**src/lfps_pkg.sv**
```systemverilog
// lfps shared types, receive windows and send durations for a 62.5 MHz slow clock
`default_nettype none

package lfps_pkg;

	//////////////////////////////////////////////////
	// types
	//////////////////////////////////////////////////

	typedef logic [23:0] lfps_count_t;	// cycle count for widths and intervals

	localparam lfps_count_t count_max = '1;	// saturation point

	typedef enum logic [1:0] {
		pd_p0,	// active, tx running
		pd_p1,
		pd_p2,
		pd_p3	// deep sleep
	} power_state_e;

	typedef enum logic [2:0] {
		cls_none,	// width outside every window
		cls_poll,
		cls_u1,
		cls_u2lb,
		cls_u3
	} lfps_class_e;

	typedef enum logic [1:0] {
		tx_idle,
		tx_burst,
		tx_gap
	} tx_state_e;

	typedef enum logic {
		mt_idle,
		mt_burst
	} meter_state_e;

	//////////////////////////////////////////////////
	// receive windows, inclusive, in slow_clk cycles
	//////////////////////////////////////////////////

	// windows do not overlap
	localparam lfps_count_t poll_width_min = 24'd37;		// 0.6 us
	localparam lfps_count_t poll_width_max = 24'd86;		// just under 1.4 us
	localparam lfps_count_t u1_width_min = 24'd87;
	localparam lfps_count_t u1_width_max = 24'd4999;
	localparam lfps_count_t u2lb_width_min = 24'd5000;		// 80 us
	localparam lfps_count_t u2lb_width_max = 24'd124999;	// just under 2 ms
	localparam lfps_count_t u3_width_min = 24'd125000;
	localparam lfps_count_t u3_width_max = 24'd624999;	// just under 10 ms

	// spacing between two polling bursts, end to end
	localparam lfps_count_t poll_repeat_min = 24'd375;	// 6 us
	localparam lfps_count_t poll_repeat_max = 24'd874;	// 14 us

	//////////////////////////////////////////////////
	// send durations
	//////////////////////////////////////////////////

	localparam lfps_count_t send_poll_width = 24'd62;		// 1 us nominal
	localparam lfps_count_t send_poll_period = 24'd625;	// 10 us repeat

	// exit signalling is one long burst, the period only adds a cycle of gap
	localparam lfps_count_t send_u1_width = 24'd62500;	// 1 ms
	localparam lfps_count_t send_u1_period = send_u1_width + 24'd1;
	localparam lfps_count_t send_u2lb_width = 24'd62500;
	localparam lfps_count_t send_u2lb_period = send_u2lb_width + 24'd1;
	localparam lfps_count_t send_u3_width = 24'd62500;
	localparam lfps_count_t send_u3_period = send_u3_width + 24'd1;

endpackage

`default_nettype wire

```
**src/lfps_burst_if.sv**
```systemverilog
// lfps burst measurement channel from the burst meter to the receive decoder
`default_nettype none

interface lfps_burst_if import lfps_pkg::*; ();

	logic burst_done;			// one cycle strobe, payload valid with it
	lfps_count_t burst_width;	// low samples in the burst
	lfps_count_t burst_interval;	// end of previous burst to end of this one
	logic interval_valid;		// low on the first burst after reset

	modport meter (
		output burst_done,
		output burst_width,
		output burst_interval,
		output interval_valid
	);

	modport decoder (
		input burst_done,
		input burst_width,
		input burst_interval,
		input interval_valid
	);

endinterface

`default_nettype wire

```
**src/lfps_burst_meter.sv**
```systemverilog
// lfps burst meter, times each rx burst and the spacing between burst ends
`default_nettype none

module lfps_burst_meter import lfps_pkg::*; (
	input logic slow_clk,
	input logic lfps_send_reset_local,
	input logic port_rx_elecidle,
	input logic port_rx_valid,
	lfps_burst_if.meter burst
);

	meter_state_e state;
	lfps_count_t width_cnt;
	lfps_count_t interval_cnt;
	logic seen_end;		// a burst has ended since reset
	logic burst_start;
	logic burst_end;

	// line goes active without valid data -> lfps, not a pipe transfer
	assign burst_start = (state == mt_idle) && !port_rx_elecidle && !port_rx_valid;
	assign burst_end = (state == mt_burst) && port_rx_elecidle;

	//////////////////////////////////////////////////
	// control
	//////////////////////////////////////////////////

	always_ff @(posedge slow_clk) begin
		if (lfps_send_reset_local) begin
			state <= mt_idle;
			seen_end <= 1'b0;
			burst.burst_done <= 1'b0;
		end else begin
			burst.burst_done <= burst_end;
			if (burst_start) begin
				state <= mt_burst;
			end
			if (burst_end) begin
				state <= mt_idle;
				seen_end <= 1'b1;
			end
		end
	end

	//////////////////////////////////////////////////
	// counters and measurement
	//////////////////////////////////////////////////

	always_ff @(posedge slow_clk) begin
		// interval restarts at every burst end
		if (burst_end) begin
			interval_cnt <= lfps_count_t'(1);
		end else if (interval_cnt != count_max) begin
			interval_cnt <= interval_cnt + 1'b1;
		end

		// first low sample counts as one
		if (burst_start) begin
			width_cnt <= lfps_count_t'(1);
		end else if ((state == mt_burst) && !port_rx_elecidle) begin
			if (width_cnt != count_max) begin
				width_cnt <= width_cnt + 1'b1;	// saturate on stuck line
			end
		end

		if (burst_end) begin
			burst.burst_width <= width_cnt;
			burst.burst_interval <= interval_cnt;
			burst.interval_valid <= seen_end;	// nothing to measure from on the first one
		end
	end

endmodule

`default_nettype wire

```
**src/lfps_rx_decoder.sv**
```systemverilog
// lfps receive decoder, classifies measured bursts and pulses the rx indications
`default_nettype none

module lfps_rx_decoder import lfps_pkg::*; (
	input logic slow_clk,
	input logic lfps_send_reset_local,
	lfps_burst_if.decoder burst,
	output logic lfps_recv_active,
	output logic lfps_recv_poll,
	output logic lfps_recv_u1,
	output logic lfps_recv_u2lb,
	output logic lfps_recv_u3
);

	lfps_class_e burst_class;
	logic poll_seen;		// last burst was polling width
	logic poll_repeat;		// second polling burst at the right spacing

	//////////////////////////////////////////////////
	// width classification
	//////////////////////////////////////////////////

	always_comb begin
		burst_class = cls_none;
		if ((burst.burst_width >= poll_width_min) && (burst.burst_width <= poll_width_max)) begin
			burst_class = cls_poll;
		end else if ((burst.burst_width >= u1_width_min) &&
				(burst.burst_width <= u1_width_max)) begin
			burst_class = cls_u1;
		end else if ((burst.burst_width >= u2lb_width_min) &&
				(burst.burst_width <= u2lb_width_max)) begin
			burst_class = cls_u2lb;
		end else if ((burst.burst_width >= u3_width_min) &&
				(burst.burst_width <= u3_width_max)) begin
			burst_class = cls_u3;
		end
	end

	// polling only counts once it repeats
	always_comb begin
		poll_repeat = poll_seen && burst.interval_valid &&
			(burst.burst_interval >= poll_repeat_min) &&
			(burst.burst_interval <= poll_repeat_max);
	end

	//////////////////////////////////////////////////
	// indications
	//////////////////////////////////////////////////

	always_ff @(posedge slow_clk) begin
		if (lfps_send_reset_local) begin
			poll_seen <= 1'b0;
			lfps_recv_active <= 1'b0;
			lfps_recv_poll <= 1'b0;
			lfps_recv_u1 <= 1'b0;
			lfps_recv_u2lb <= 1'b0;
			lfps_recv_u3 <= 1'b0;
		end else begin
			// pulses are one cycle wide
			lfps_recv_active <= 1'b0;
			lfps_recv_poll <= 1'b0;
			lfps_recv_u1 <= 1'b0;
			lfps_recv_u2lb <= 1'b0;
			lfps_recv_u3 <= 1'b0;

			if (burst.burst_done) begin
				poll_seen <= (burst_class == cls_poll);	// anything else breaks the pair
				unique case (burst_class)
					cls_poll: begin
						if (poll_repeat) begin
							lfps_recv_active <= 1'b1;
							lfps_recv_poll <= 1'b1;
						end
					end
					cls_u1: begin
						lfps_recv_active <= 1'b1;
						lfps_recv_u1 <= 1'b1;
					end
					cls_u2lb: begin
						lfps_recv_active <= 1'b1;
						lfps_recv_u2lb <= 1'b1;
					end
					cls_u3: begin
						lfps_recv_active <= 1'b1;
						lfps_recv_u3 <= 1'b1;
					end
					default: begin
						// invalid width, no indication
					end
				endcase
			end
		end
	end

endmodule

`default_nettype wire

```
**src/lfps_tx.sv**
```systemverilog
// lfps transmitter, picks the highest priority request and sends burst plus gap
`default_nettype none

module lfps_tx import lfps_pkg::*; (
	input logic slow_clk,
	input logic lfps_send_reset_local,
	input logic port_rx_elecidle,
	input power_state_e port_power_state,
	input logic lfps_send_poll,
	input logic lfps_send_u1,
	input logic lfps_send_u2lb,
	input logic lfps_send_u3,
	output logic lfps_send_ack,
	output logic port_tx_elecidle,
	output logic port_tx_detrx_lpbk
);

	tx_state_e state;
	lfps_count_t burst_cnt;		// cycles of burst left
	lfps_count_t period_cnt;	// cycles until ack
	lfps_count_t sel_width;
	lfps_count_t sel_period;
	logic req_any;
	logic accept;

	//////////////////////////////////////////////////
	// request priority
	//////////////////////////////////////////////////

	always_comb begin
		req_any = lfps_send_poll | lfps_send_u1 | lfps_send_u2lb | lfps_send_u3;
		sel_width = send_u3_width;
		sel_period = send_u3_period;
		if (lfps_send_poll) begin
			sel_width = send_poll_width;
			sel_period = send_poll_period;
		end else if (lfps_send_u1) begin
			sel_width = send_u1_width;
			sel_period = send_u1_period;
		end else if (lfps_send_u2lb) begin
			sel_width = send_u2lb_width;
			sel_period = send_u2lb_period;
		end
	end

	// line must be quiet, and skip the ack cycle so a stale request is not taken
	assign accept = (state == tx_idle) && req_any && port_rx_elecidle && !lfps_send_ack;

	//////////////////////////////////////////////////
	// fsm
	//////////////////////////////////////////////////

	always_ff @(posedge slow_clk) begin
		if (lfps_send_reset_local) begin
			state <= tx_idle;
			lfps_send_ack <= 1'b0;
		end else begin
			lfps_send_ack <= 1'b0;
			unique case (state)
				tx_idle: begin
					if (accept) begin
						state <= tx_burst;
					end
				end
				tx_burst: begin
					if (burst_cnt == lfps_count_t'(1)) begin
						state <= tx_gap;
					end
				end
				tx_gap: begin
					// period runs from the first burst cycle
					if (period_cnt == lfps_count_t'(1)) begin
						lfps_send_ack <= 1'b1;
						state <= tx_idle;
					end
				end
				default: begin
					state <= tx_idle;
				end
			endcase
		end
	end

	// both counters load together, period keeps running through the burst
	always_ff @(posedge slow_clk) begin
		if (accept) begin
			burst_cnt <= sel_width;
			period_cnt <= sel_period;
		end else if (state != tx_idle) begin
			burst_cnt <= burst_cnt - 1'b1;
			period_cnt <= period_cnt - 1'b1;
		end
	end

	//////////////////////////////////////////////////
	// phy drive
	//////////////////////////////////////////////////

	always_comb begin
		port_tx_elecidle = 1'b1;
		port_tx_detrx_lpbk = 1'b0;
		if (state == tx_burst) begin
			if (port_power_state == pd_p0) begin
				port_tx_detrx_lpbk = 1'b1;	// p0 sends lfps through the detect/loopback pin
			end else begin
				port_tx_elecidle = 1'b0;
			end
		end
	end

endmodule

`default_nettype wire

```
**src/lfps_top.sv**
```systemverilog
// lfps engine top level, rx burst meter and decoder plus the lfps transmitter
`default_nettype none

module lfps_top import lfps_pkg::*; (
	input logic slow_clk,
	input logic lfps_send_reset_local,

	// pipe rx status
	input logic port_rx_elecidle,
	input logic port_rx_valid,
	input logic [1:0] port_power_state,

	// send requests, level until ack
	input logic lfps_send_poll,
	input logic lfps_send_u1,
	input logic lfps_send_u2lb,
	input logic lfps_send_u3,

	output logic lfps_send_ack,
	output logic port_tx_elecidle,
	output logic port_tx_detrx_lpbk,

	// receive indications
	output logic lfps_recv_active,
	output logic lfps_recv_poll,
	output logic lfps_recv_u1,
	output logic lfps_recv_u2lb,
	output logic lfps_recv_u3
);

	lfps_burst_if u_burst_if ();

	lfps_burst_meter u_meter (
		.slow_clk (slow_clk),
		.lfps_send_reset_local (lfps_send_reset_local),
		.port_rx_elecidle (port_rx_elecidle),
		.port_rx_valid (port_rx_valid),
		.burst (u_burst_if.meter)
	);

	lfps_rx_decoder u_decoder (
		.slow_clk (slow_clk),
		.lfps_send_reset_local (lfps_send_reset_local),
		.burst (u_burst_if.decoder),
		.lfps_recv_active (lfps_recv_active),
		.lfps_recv_poll (lfps_recv_poll),
		.lfps_recv_u1 (lfps_recv_u1),
		.lfps_recv_u2lb (lfps_recv_u2lb),
		.lfps_recv_u3 (lfps_recv_u3)
	);

	lfps_tx u_tx (
		.slow_clk (slow_clk),
		.lfps_send_reset_local (lfps_send_reset_local),
		.port_rx_elecidle (port_rx_elecidle),
		.port_power_state (power_state_e'(port_power_state)),
		.lfps_send_poll (lfps_send_poll),
		.lfps_send_u1 (lfps_send_u1),
		.lfps_send_u2lb (lfps_send_u2lb),
		.lfps_send_u3 (lfps_send_u3),
		.lfps_send_ack (lfps_send_ack),
		.port_tx_elecidle (port_tx_elecidle),
		.port_tx_detrx_lpbk (port_tx_detrx_lpbk)
	);

endmodule

`default_nettype wire

```
**config.mk**
```make
export PLATFORM = sky130hd
export DESIGN_NAME = lfps_top
export DESIGN_NICKNAME = d
export VERILOG_FILES = /design/src/lfps_pkg.sv /design/src/lfps_burst_if.sv /design/src/lfps_burst_meter.sv /design/src/lfps_rx_decoder.sv /design/src/lfps_tx.sv /design/src/lfps_top.sv
export SDC_FILE = /design/constraint.sdc
export NUM_CORES = 1
export LEC_CHECK = 0
export ABC_AREA = 1
export BUFFER_PORTS_ARGS = -buffer_cell sky130_fd_sc_hd__buf_2
export CORE_UTILIZATION = 45
export CTS_BUF_LIST = sky130_fd_sc_hd__clkbuf_4
export DETAILED_ROUTE_END_ITERATION = 6
export PLACE_DENSITY_LB_ADDON = 0.12
export SLEW_MARGIN = 30
export SYNTH_ARGS = -nofsm -noshare
export SYNTH_HDL_FRONTEND = slang
export SYNTH_HIERARCHICAL = 1
export SYNTH_SLANG_ARGS = --single-unit
```
**constraint.sdc**
```tcl
create_clock -name slow_clk -period 3.8 [get_ports slow_clk]
set_input_delay 0.95 -clock slow_clk [delete_from_list [all_inputs] [get_ports slow_clk]]
set_output_delay 0.95 -clock slow_clk [all_outputs]
set_load 0.005 [all_outputs]
```
After elaboration in Yosys (flattened, before gate mapping)
Cells that the tools add are included.
Cells by class
  $add $sub $neg: 4
  $lt $le $gt $ge: 10
  equality and inequality tests: 13
  mux-type cells: 23
  bitwise operators: 7
  reduce and logical (&&, ||, !) cells: 28
Operators by type and width (count)
  24-bit two-way mux: 4
  24-bit by 1-bit adder with 24-bit output (second input constant): 2
  24-bit by 1-bit == test with 1-bit output (second input constant): 2
  24-bit inequality test (second input constant): 2
  24-bit by 1-bit subtractor with 24-bit output (second input constant): 2
  16-bit two-way mux: 2
  24-bit by 13-bit greater-or-equal comparator with 1-bit output (second input constant): 1
  24-bit by 17-bit greater-or-equal comparator with 1-bit output (second input constant): 1
  24-bit by 6-bit greater-or-equal comparator with 1-bit output (second input constant): 1
  24-bit by 7-bit greater-or-equal comparator with 1-bit output (second input constant): 1
  24-bit by 9-bit greater-or-equal comparator with 1-bit output (second input constant): 1
  24-bit by 10-bit less-or-equal comparator with 1-bit output (second input constant): 1
  24-bit by 13-bit less-or-equal comparator with 1-bit output (second input constant): 1
  24-bit by 17-bit less-or-equal comparator with 1-bit output (second input constant): 1
  24-bit by 20-bit less-or-equal comparator with 1-bit output (second input constant): 1
  24-bit by 7-bit less-or-equal comparator with 1-bit output (second input constant): 1
  1-bit logical AND: 14
  3-bit two-way mux: 4
  1-bit two-way mux: 8
  3-bit by 2-bit == test with 1-bit output (second input constant): 2
  2-bit two-way mux: 3
  2-bit by 1-bit inequality test with 1-bit output (second input constant): 3
  2-bit one-hot mux with 3 select lines: 1
  2-bit OR reduction: 3
  other kinds (13): 23
Storage, ports and cells
  flip-flop bits (word level): 157
  bits of input ports: 10
  output and inout port bits: 8
  logic and storage cells: 103

Longest topological paths before layout
Gate-level depths: netlist of run 1.
  word-level depth: 9
  gate-level depth with buffers: 10
  depth with buffers taken out: 10

By module
Netlist of run 1, hierarchy kept.
By module, submodules not included
  lfps_burst_meter: instances 1, cells an instance 488, area each 4367.9 um^2, sequential area each 2492.4 um^2
  lfps_tx: instances 1, cells an instance 432, area each 3260.6 um^2, sequential area each 1501.4 um^2
  lfps_rx_decoder: instances 1, cells an instance 175, area each 855.8 um^2, sequential area each 120.1 um^2

Least setup slack after synthesis of run 1
OpenSTA, ideal clock, no wires.
  kind: input to register
  start: input port_rx_elecidle
  end: register u_meter.burst.burst_interval[0], enable pin
  library setup time: 0.433 ns
  arrival: 2.700 ns
  data required time: 3.367 ns
  path slack: 0.667 ns
  cell stages on the path: 3
  path buffers: 1
  path through: nand2_1 > inv_1 > clkbuf_1
On the way
  cells in the longest elaborated chain, start to end: 1
RTL lines
  start, declared: line lfps_top.sv:9  | input logic port_rx_elecidle,
  1-bit logical AND: line lfps_burst_meter.sv:21  | assign burst_end = (state == mt_burst) && port_rx_elecidle;
  net u_meter.burst_end: line lfps_burst_meter.sv:17  | logic burst_end;
  end signal, assigned: line lfps_burst_meter.sv:67  | burst.burst_interval <= interval_cnt;
  end, declared: line lfps_burst_if.sv:14  | output burst_interval,
The timed path passes the listed nets, and every way through them passes these cells.
A chain may end at the register's enable or synchronous reset.

Worst setup path after layout of run 1
  start: register u_tx.state[0]
  end: output port_tx_detrx_lpbk
On the way
  cells in the longest elaborated chain, start to end: 2
RTL lines
  start, declared: line lfps_tx.sv:18  | tx_state_e state;
  start signal, assigned: line lfps_tx.sv:55  | state <= tx_idle;
  start signal, assigned: line lfps_tx.sv:62  | state <= tx_burst;
  start signal, assigned: line lfps_tx.sv:67  | state <= tx_gap;
  2-bit by 1-bit == test with 1-bit output: line lfps_tx.sv:102  | if (state == tx_burst) begin
  1-bit two-way mux: line lfps_tx.sv:102
  end, declared: line lfps_top.sv:21  | output logic port_tx_detrx_lpbk,
No other way between the ends.

==> flow_metrics.py, run 1 <==
metrics = {
    "die": {
        "ios": 18,
        "dieArea_um2": 19400,
        "start_util_pct": 46.6,
        "die_y_um": 139,
        "coreArea_um2": 18200,
        "die_w_um": 139,
        "fp-row-count": 49,
    },
    "cells_and_area": {
        "final_nets": 1140,
        "seq_area_um2": 4110,
        "drive_above_1_share_pct": 11.5,
        "multiInputGateArea_um2": 3820,
        "fillers": 1809,
        "syn_to_final_growth_pct": 7.92,
    },
    "cts": {
        "cts_root_buffer": "clkbuf_4",
        "clock_sinks": 157,
        "worstSkewPairLatency_ps": 560,
        "cts_made_buffers": 17,
        "post_cts.repair.setup_buffers": 0,
        "path_clk_slew_ps": 120,
        "cts_tree": "done",
        "cts-resized-gates": 0,
        "cts_hold_buffers": 0,
        "cts.htree.levels": 4,
        "clock_path_buffers": 2,
    },
    "yosys": {
        "syn_area_um2": 8480,
        "yosysWarningCount": 6,
        "synth.avg_cell_area_um2": 7.75,
        "yosysSeqAreaShare_pct": 48.5,
        "synthDistinctLibCells": 37,
        "syn_inst": 1095,
        "synth-seq-cells": 157,
        "syn-num-nets": 1111,
    },
    "detailed_routing": {
        "wl_met2_um": 7820,
        "met3_length_um": 540,
        "via_count": 6738,
        "ant_nets": 0,
        "first_pass_iters": 5,
        "highest_layer": "met4",
        "drt-met1-wl_um": 8990,
        "drc_errors": 0,
        "totalWireLength_um": 17500,
        "dr.first_iter.drc_count": 445,
        "vias_per_cell": 4.93,
        "wl_per_cell_um": 12.8,
    },
    "sta": {
        "post-route-period-util_pct": 66.0,
        "tightest_slew_ps": 782,
        "setup_viol": 0,
        "clock_skew_ps": 21.4,
        "period_minus_slack_ps": 2510,
        "timing.fmax_mhz": 399,
        "hold_viol_final": 0,
        "rsz0062_at_grt": "no",
        "slew_headroom_pct": 47.7,
        "setup-tns-final_ps": 0,
        "final_max_slew_viol_count": 0,
    },
    "power": {
        "seqPwrFrac_pct": 54.0,
        "clkPwrFrac_pct": 24.7,
        "sw_frac_of_total_pct": 33.3,
        "power.total_mw": 4.58,
        "power_density_nw_per_um2": 500,
        "ir_drop_uv": 202,
        "comb_power_share_pct": 21.4,
        "p_int_mw": 3.05,
        "leakagePower_nw": 3.66,
        "netSwitchingPower_mw": 1.52,
    },
    "worst_setup_path": {
        "crit_path_start": "u_tx/state[0]$_SDFFE_PP0P_",
        "cp-end-kind": "output port",
        "path_max_fanout": 3,
        "r2r-start": "u_meter/interval_cnt[0]$_SDFFE_PP1P_",
        "crit_arrival_ps": 1560,
        "critPathKind": "reg -> out",
        "cp-start-kind": "flop",
        "crit_required_ps": 2850,
        "reg2reg_depth": 9,
        "r2r_slack_ps": 1640,
    },
    "global_route": {
        "grt_first_pass_wirelength_um": 29000,
        "grt_pass1_vias": 6112,
        "grt-ovfl-total": 0,
        "grt_max_degree": 60,
        "grt_use_total_pct": 18.8,
        "antenna_found_initial": 1,
    },
    "min_path": {
        "holdCritStartpoint": "u_meter/interval_cnt[18]$_SDFFE_PP0P_",
        "hold_class": "reg -> reg",
        "holdPathStages": 0,
    },
    "placement": {
        "dp_hpwl_um": 12800,
        "portBuffers": 17,
        "routabilityCongestion": 0.880,
    },
    "run": {
        "cap_viol_max_count": 0,
    },
    "outcome": {
        "status": "finished, final reports clean",
    },
}
## routing by layer
layer | GRT usage (%) | vias to the layer above
met5 | 0 | -
met4 | 5.96 | 0
met3 | 3.72 | 15
li1 | - | 3604
met2 | 29.2 | 82
met1 | 26.3 | 3037
## state kept, by name, indices dropped and copies added (netlist names), 2 cells and up
signal / count
u_meter/burst.burst_interval: 24
u_meter/burst.burst_width: 24
u_meter/interval_cnt: 24
u_meter/width_cnt: 24
u_tx/burst_cnt: 24
u_tx/period_cnt: 24
u_tx/state: 2
## power by group through the flow
stage	combinational [mW]	clock (mW)	sequential, mW
floorplan	0.777	0	2.42
detailed placement	0.979	0	2.50
global route	1.13	1.25	2.50
CTS	0.985	1.18	2.47
finish	0.978	1.13	2.47
global placement	0.966	0	2.50
## synthesized netlist by cell type (all sizes together)
library cell,number,area (µm²)
inv,123,462
edfxtp,97,2910
ha,6,75.1
a31oi,3,18.8
dfxtp,60,1200
buf,9,72.6
xor2,5,43.8
nor3,14,80.1
o21ai,29,145
xnor2,20,175
nand2,325,1270
nand3b,15,113
nand4,24,150
nor2,219,938
o21bai,4,33.8
clkbuf,3,11.3
a21oi,51,297
a211oi,1,12.5
clkinv,1,3.75
and2,4,25.0
nand3,77,408
or2,5,31.3
## kinds of logic (layout without fill, tap and decap cells)
group,Yosys count,after routing,share of synthesized area [%]
AND/OR/NAND/NOR,683,683,35.6
XOR/XNOR,25,25,2.58
other,0,1,0
flip-flops,157,157,48.5
buffers and inverters,136,178,6.47
adder cells (fa/ha/maj),6,6,0.885
AO/OA/AOI/OAI,88,88,5.97
## layout by cell type (no fill, tap or decap), types with 5 or more instances in the layout
cell type | Yosys | layout
xor2_1 | 5 | 5
xnor2_1 | 20 | 20
a21oi_1 | 40 | 40
edfxtp_1 | 97 | 97
buf_2 | 6 | 17
nand2_2 | 13 | 14
nor2_1 | 192 | 192
clkbuf_4 | 0 | 18
a21oi_2 | 11 | 11
nand3_1 | 74 | 74
nand2_1 | 309 | 308
inv_1 | 112 | 111
nand3b_1 | 15 | 15
nand4_1 | 24 | 24
inv_2 | 11 | 12
ha_1 | 6 | 6
nor2_2 | 19 | 19
nor3_1 | 12 | 12
o21ai_0 | 25 | 25
nor2_4 | 7 | 7
dfxtp_1 | 60 | 60
## worst max-delay path, cell delays in order, from the launching register on
cell	delay [ps]
dfxtp_1	350
inv_1	60
nor2_1	210
inv_1	130
nor3_1	130
buf_2	130
## area by class of cell
| class | count | area share [%] |
|---|---|---|
| tap | 229 | 3.13 |
| clock buffer | 18 | 1.48 |
| sequential | 157 | 44.9 |
| timing repair buffer | 22 | 1.48 |
| multi-input combinational | 802 | 41.8 |
| clock inverter | 14 | 2.12 |
| inverter | 124 | 5.08 |
| antenna | 1 | 0.0273 |
## worst paths after layout
check | to
worst min-delay path | u_meter/burst.burst_interval[18]$_DFFE_PP_
worst max-delay path | port_tx_detrx_lpbk
worst max register to register | u_meter/interval_cnt[0]$_SDFFE_PP1P_
worst min register to register | u_meter/burst.burst_interval[18]$_DFFE_PP_
## per-stage QoR
stage                     worst slack [ps]  cell area (µm²)  utilization, %  hold WS (ps)  cells
after CTS                             1240             9150            50.3           462   1366
final                                 1290             9160            50.3           472   1367
after detailed placement              1080             8820            48.5           421   1334
after floorplan                        667             8480               -           409   1095
after global placement                1110             8820            48.5           416   1334
after global routing                  1140             9160            50.3           489   1367
Note: power is estimated with default switching activity, not from simulation.
==> run 2, diff against run 1 <==
clock period = 2.45 ns   (was 3.8 ns; I/O delays follow)
==> run 2 against run 1 <==
Effect of this change:
- non-clock buffer count is 5 higher
- cell count increased by 0.37%
- critical endpoint unchanged
- die area unchanged
- first-iteration DRC count down 15%
- sequential share of layout area down 0.23 points
==> flow_metrics.py, run 2 (synthesized netlist as in run 1, its figures left out) <==
metrics = {
    "outcome": {
        "status": "finished, final reports clean",
    },
    "sta": {
        "clock_skew_ps": 23.6,
        "rsz0062_at_grt": "no",
        "timing.fmax_mhz": 466,
        "setup_viol": 0,
        "layout_setup_ws_ps": 306,
        "hold_viol_final": 0,
        "slew_headroom_pct": 67.4,
        "post-route-period-util_pct": 87.5,
        "tightest_slew_ps": 487,
        "setup-tns-final_ps": 0,
        "period_minus_slack_ps": 2140,
        "final_max_slew_viol_count": 0,
    },
    "power": {
        "ir_drop_uv": 347,
        "power_density_nw_per_um2": 772,
        "leakagePower_nw": 3.68,
    },
    "placement": {
        "routabilityCongestion": 0.873,
        "placed_area_um2": 8870,
        "dp_hpwl_um": 13100,
        "pre_cts_slack_ps": 453,
        "portBuffers": 17,
    },
    "detailed_routing": {
        "vias_per_cell": 4.96,
        "totalWireLength_um": 17600,
        "drc_errors": 0,
        "ant_nets": 0,
        "wl_per_cell_um": 12.8,
        "first_pass_iters": 5,
        "dr.first_iter.drc_count": 377,
        "via_count": 6800,
    },
    "worst_setup_path": {
        "crit_required_ps": 1840,
        "r2r-start": "u_meter/interval_cnt[0]$_SDFFE_PP1P_",
        "cpMaxStageDelayCell": "dfxtp_1",
        "max_stage_delay_ps": 340,
        "cp-start-kind": "flop",
        "worstReg2RegEnd": "u_meter/interval_cnt[0]$_SDFFE_PP1P_",
        "r2r_slack_ps": 540,
        "critPathKind": "reg -> out",
        "path_max_fanout": 3,
        "path_cells": "inv_1, nor2_1, inv_1, nor3_1, buf_2",
        "critPathMostFrequentCell": "inv_1",
        "cp-end-kind": "output port",
        "reg2reg_depth": 9,
        "crit_arrival_ps": 1530,
    },
    "cts": {
        "path_clk_slew_ps": 120,
        "cts-resized-gates": 0,
        "worstSkewPairLatency_ps": 550,
        "post_cts.repair.setup_buffers": 0,
        "cts_root_buffer": "clkbuf_4",
        "cts_hold_buffers": 0,
        "cts_made_buffers": 17,
        "cts_tree": "done",
        "clock_path_buffers": 2,
        "clock_sinks": 157,
        "cts.htree.levels": 4,
    },
    "global_route": {
        "grt_first_pass_wirelength_um": 30500,
        "antenna_found_initial": 1,
        "grt_use_total_pct": 19.6,
        "grt_max_degree": 60,
        "grt_pass1_vias": 6504,
        "grt-ovfl-total": 0,
    },
    "die": {
        "coreArea_um2": 18200,
        "die_w_um": 139,
        "ios": 18,
        "die_y_um": 139,
        "fp-row-count": 49,
        "start_util_pct": 46.6,
        "dieArea_um2": 19400,
    },
    "cells_and_area": {
        "final_cell_mix": "308 x nand2_1, 192 x nor2_1, 111 x inv_1",
        "syn_to_final_growth_pct": 8.46,
        "drive_above_1_share_pct": 11.8,
        "final_common_cell": "nand2_1",
        "final_area_um2": 9200,
        "final_nets": 1145,
    },
    "run": {
        "cap_viol_max_count": 0,
    },
    "min_path": {
        "holdPathStages": 2,
        "holdCritStartpoint": "lfps_send_reset_local",
        "hold_class": "in -> reg",
        "hold_end": "u_meter/state$_SDFFE_PP0P_",
    },
}
[run 2: worst max path at each step]
stage,depth (start not counted),slack [ps],to,from
6_report,5,310,port_tx_detrx_lpbk,u_tx/state[0]$_SDFFE_PP0P_
5_1_grt,5,130,port_tx_detrx_lpbk,u_tx/state[0]$_SDFFE_PP0P_
4_1_cts,5,260,port_tx_detrx_lpbk,u_tx/state[0]$_SDFFE_PP0P_
3_5_place_dp,7,450,u_tx/burst_cnt[21]$_SDFFCE_PP0P_,port_rx_elecidle
3_3_place_gp,7,480,u_tx/burst_cnt[6]$_SDFFCE_PP0P_,port_rx_elecidle
2_1_floorplan,7,70,u_tx/state[1]$_SDFFE_PP0P_,port_rx_elecidle
[run 2: routing by layer]
layer | vias up | part of all wire (%) | GRT usage (%)
met1 | 3066 | 50 | 26.7
met4 | 0 | 1.1 | 6.55
li1 | 3627 | - | -
met3 | 12 | 2.9 | 3.27
met2 | 95 | 46 | 31.7
met5 | - | 0 | 0
[run 2: stage by stage]
step	hold WS [ps]	power [mW]	util, %	instances
global route	311	7.60	50.5	1372
CTS	297	7.18	50.5	1371
global placement	416	5.40	48.7	1339
floorplan	409	4.96	-	1095
detailed placement	421	5.41	48.7	1339
finish	347	7.11	50.5	1372
[run 2: worst max-delay path: cells and delay by family, from the launching register on]
family	cells	cell delay, ps
buffers and inverters	3	310
DFF	1	340
and+or+nand+nor	2	350
[run 2: area by class of cell]
class / count / area (µm²)
multi-input cells: 802 / 3820
clock inverters: 11 / 168
well taps: 229 / 287
fillers: 1784 / 9010
flip-flops and latches: 157 / 4110
repair buffers: 27 / 185
clock buffers: 21 / 158
diodes: 1 / 2.50
inverters: 124 / 465
[run 2: report_power, final]
| part | switching (mW) | internal [mW] |
|---|---|---|
| clock | 0.898 | 0.854 |
| sequential | 0.443 | 3.38 |
| combinational | 0.989 | 0.539 |
| total | 2.33 | 4.78 |
==> run 3, diff against run 2 <==
SYNTH_HIERARCHICAL = unset   (was 1)
==> run 3 against run 2 <==
Effect of this change:
- the run now ends with DRC left
- clock power is 4% lower
- clock-buffer cell count shrank 3
- sequential cell count unchanged
- synthesized cell count decreased by 3.9%
- synthesized area fell by 1.7%
- cell area shrank 1.3%
- total power decreased by 21%
- core utilization down 0.34 points
- register-to-register slack got worse by 140 ps
- clock skew grew 2.6 ps
- critical endpoint is now port_tx_elecidle
- largest power group unchanged
- highest routed layer unchanged
==> flow_metrics.py, run 3 <==
metrics = {
    "sta": {
        "rsz0062_at_grt": "no",
        "tightest_slew_ps": 426,
        "timing.fmax_mhz": 471,
        "hold_viol_final": 0,
        "setup_viol": 0,
        "post-route-period-util_pct": 86.7,
        "timing.hold.ws_ps": 292,
        "clock_skew_ps": 26.2,
        "period_minus_slack_ps": 2120,
        "final_max_slew_viol_count": 0,
        "layout_setup_ws_ps": 326,
        "slew_headroom_pct": 71.5,
        "setup-tns-final_ps": 0,
    },
    "cts": {
        "clock_path_buffers": 2,
        "post_cts.repair.setup_buffers": 0,
        "path_clk_slew_ps": 130,
        "cts_made_buffers": 17,
        "cts_tree": "done",
        "cts_root_buffer": "clkbuf_4",
        "cts.htree.levels": 4,
        "cts-resized-gates": 0,
        "clock_sinks": 157,
        "cts_hold_buffers": 0,
        "worstSkewPairLatency_ps": 570,
    },
    "die": {
        "dieArea_um2": 19100,
        "fp-row-count": 49,
        "start_util_pct": 46.1,
        "ios": 18,
        "die_w_um": 138,
        "coreArea_um2": 18100,
        "die_y_um": 138,
    },
    "detailed_routing": {
        "vias_per_cell": 4.96,
        "drc_errors": 16,
        "dr.first_iter.drc_count": 489,
        "ant_nets": 0,
        "via_count": 6595,
        "first_pass_iters": 7,
        "wl_per_cell_um": 13.3,
        "totalWireLength_um": 17700,
    },
    "worst_setup_path": {
        "r2r_slack_ps": 400,
        "worstReg2RegEnd": "u_tx.period_cnt[20]$_SDFFCE_PP0P_",
        "crit_required_ps": 1840,
        "r2r-start": "u_tx.period_cnt[0]$_SDFFCE_PP1P_",
        "cp-start-kind": "flop",
        "cp-end-kind": "output port",
        "reg2reg_depth": 11,
        "critPathKind": "reg -> out",
        "crit_arrival_ps": 1510,
        "path_max_fanout": 5,
    },
    "min_path": {
        "holdPathStages": 2,
        "hold_end": "u_meter.state$_SDFFE_PP0P_",
        "hold_class": "in -> reg",
        "holdCritStartpoint": "port_rx_elecidle",
    },
    "yosys": {
        "async_flop_share_pct": 0,
        "synth_common_cells": "271 x nand2_1, 175 x nor2_1, 117 x inv_1",
        "synth_edf_count": 97,
        "syn_inst": 1052,
        "ys_top_cells_by_area": "edfxtp_1 35%, dfxtp_1 14%, nand2_1 12%, nor2_1 7.9%, inv_1 5.3%",
        "synth.avg_cell_area_um2": 7.93,
        "yosysSeqAreaShare_pct": 49.3,
        "ys.flop_type": "edfxtp_1",
        "syn-num-nets": 1068,
        "yosysWarningCount": 0,
        "synth_most_common_cell": "nand2_1",
        "synthDistinctLibCells": 39,
        "synth-seq-cells": 157,
        "synth_top_area_cell": "edfxtp_1",
        "netlist.area_leader.share_pct": 34.9,
        "syn_area_um2": 8340,
    },
    "outcome": {
        "violations": "DRC",
        "status": "complete, but fails checks",
    },
    "cells_and_area": {
        "final_cell_mix": "271 x nand2_1, 175 x nor2_1, 116 x inv_1",
        "fillers": 1716,
        "final_common_cell": "nand2_1",
        "drive_above_1_share_pct": 10.8,
        "seq_area_um2": 4110,
        "layoutNonFillerInstCount": 1329,
        "syn_to_final_growth_pct": 8.87,
        "final_nets": 1101,
        "multiInputGateArea_um2": 3670,
    },
    "placement": {
        "pre_cts_slack_ps": 405,
        "portBuffers": 17,
        "routabilityCongestion": 0.901,
        "dp_cells": 1295,
        "dp_hpwl_um": 13200,
    },
    "global_route": {
        "antenna_found_initial": 2,
        "grt_max_degree": 26,
        "grt-ovfl-total": 0,
        "grt_first_pass_wirelength_um": 29500,
        "grt_pass1_vias": 6063,
        "grt_use_total_pct": 19.3,
    },
    "run": {
        "cap_viol_max_count": 0,
    },
    "power": {
        "power_density_nw_per_um2": 617,
        "ir_drop_uv": 361,
        "leakagePower_nw": 3.61,
    },
}
[run 3: changes by cell type after synthesis, sizes merged, moves of 9 or more]
cell,delta
xnor2,-10
o21ai,+15
nand3,-9
xor2,+18
nor3,+11
nor2,-35
nand2,-41
[run 3: how the worst max path moves through the flow]
stage	from	to	cells after the start
floorplan	lfps_send_u2lb	u_tx.burst_cnt[0]$_SDFFCE_PP0P_	5
global placement	port_rx_elecidle	u_tx.burst_cnt[18]$_SDFFCE_PP0P_	6
detailed placement	port_rx_elecidle	u_tx.period_cnt[3]$_SDFFCE_PP0P_	6
CTS	u_tx.state[0]$_SDFFE_PP0P_	port_tx_elecidle	4
global route	u_tx.period_cnt[0]$_SDFFCE_PP1P_	u_tx.period_cnt[20]$_SDFFCE_PP0P_	11
finish	u_tx.state[0]$_SDFFE_PP0P_	port_tx_elecidle	4
[run 3: kinds of logic (layout without fill, tap and decap cells)]
logic type      count (synthesis)  count (layout)  share of synthesized area, %
compound gates                113             113                          7.88
xor+xnor                       33              33                          3.47
fa+ha+maj                       6               6                         0.900
buf+inv                       139             185                          6.72
flops                         157             157                          49.3
other cells                     0               2                             0
simple gates                  604             604                          31.7
[run 3: worst max-delay path, cell delays in order, from the launching register on]
cell and delay (ps):
dfxtp_1 350, inv_1 120, nor2_1 230, o21ai_0 120, buf_2 140
[run 3: cell type report]
class	instances	area share (%)
antenna	2	0.0551
clock buffer	18	1.49
clock inverter	14	1.86
inverter	123	5.09
multi-input combinational	756	40.5
sequential	157	45.3
tap	229	3.16
timing repair buffer	30	2.56
[run 3: stage by stage]
step | utilization [%] | power [mW] | cell area (µm²)
after floorplan | - | 3.77 | 8350
after global placement | 48.5 | 3.99 | 8770
after detailed placement | 48.5 | 3.99 | 8770
after CTS | 50.2 | 5.67 | 9070
after global routing | 50.2 | 5.90 | 9080
final | 50.2 | 5.61 | 9080
[run 3: layer usage]
layer	global-route usage, %	wire, µm
met3	3.98	603
met2	31.1	7990
met4	5.14	165
met5	0	0
met1	26.5	8910
[run 3: power by group]
| group | total, mW | leakage (nW) | switching [mW] | internal (mW) |
|---|---|---|---|---|
| Clock | 1.68 | 0.155 | 0.958 | 0.719 |
| Sequential | 3.24 | 1.48 | 0.190 | 3.05 |
| Combinational | 0.687 | 1.97 | 0.435 | 0.252 |
| Total | 5.61 | 3.61 | 1.58 | 4.02 |
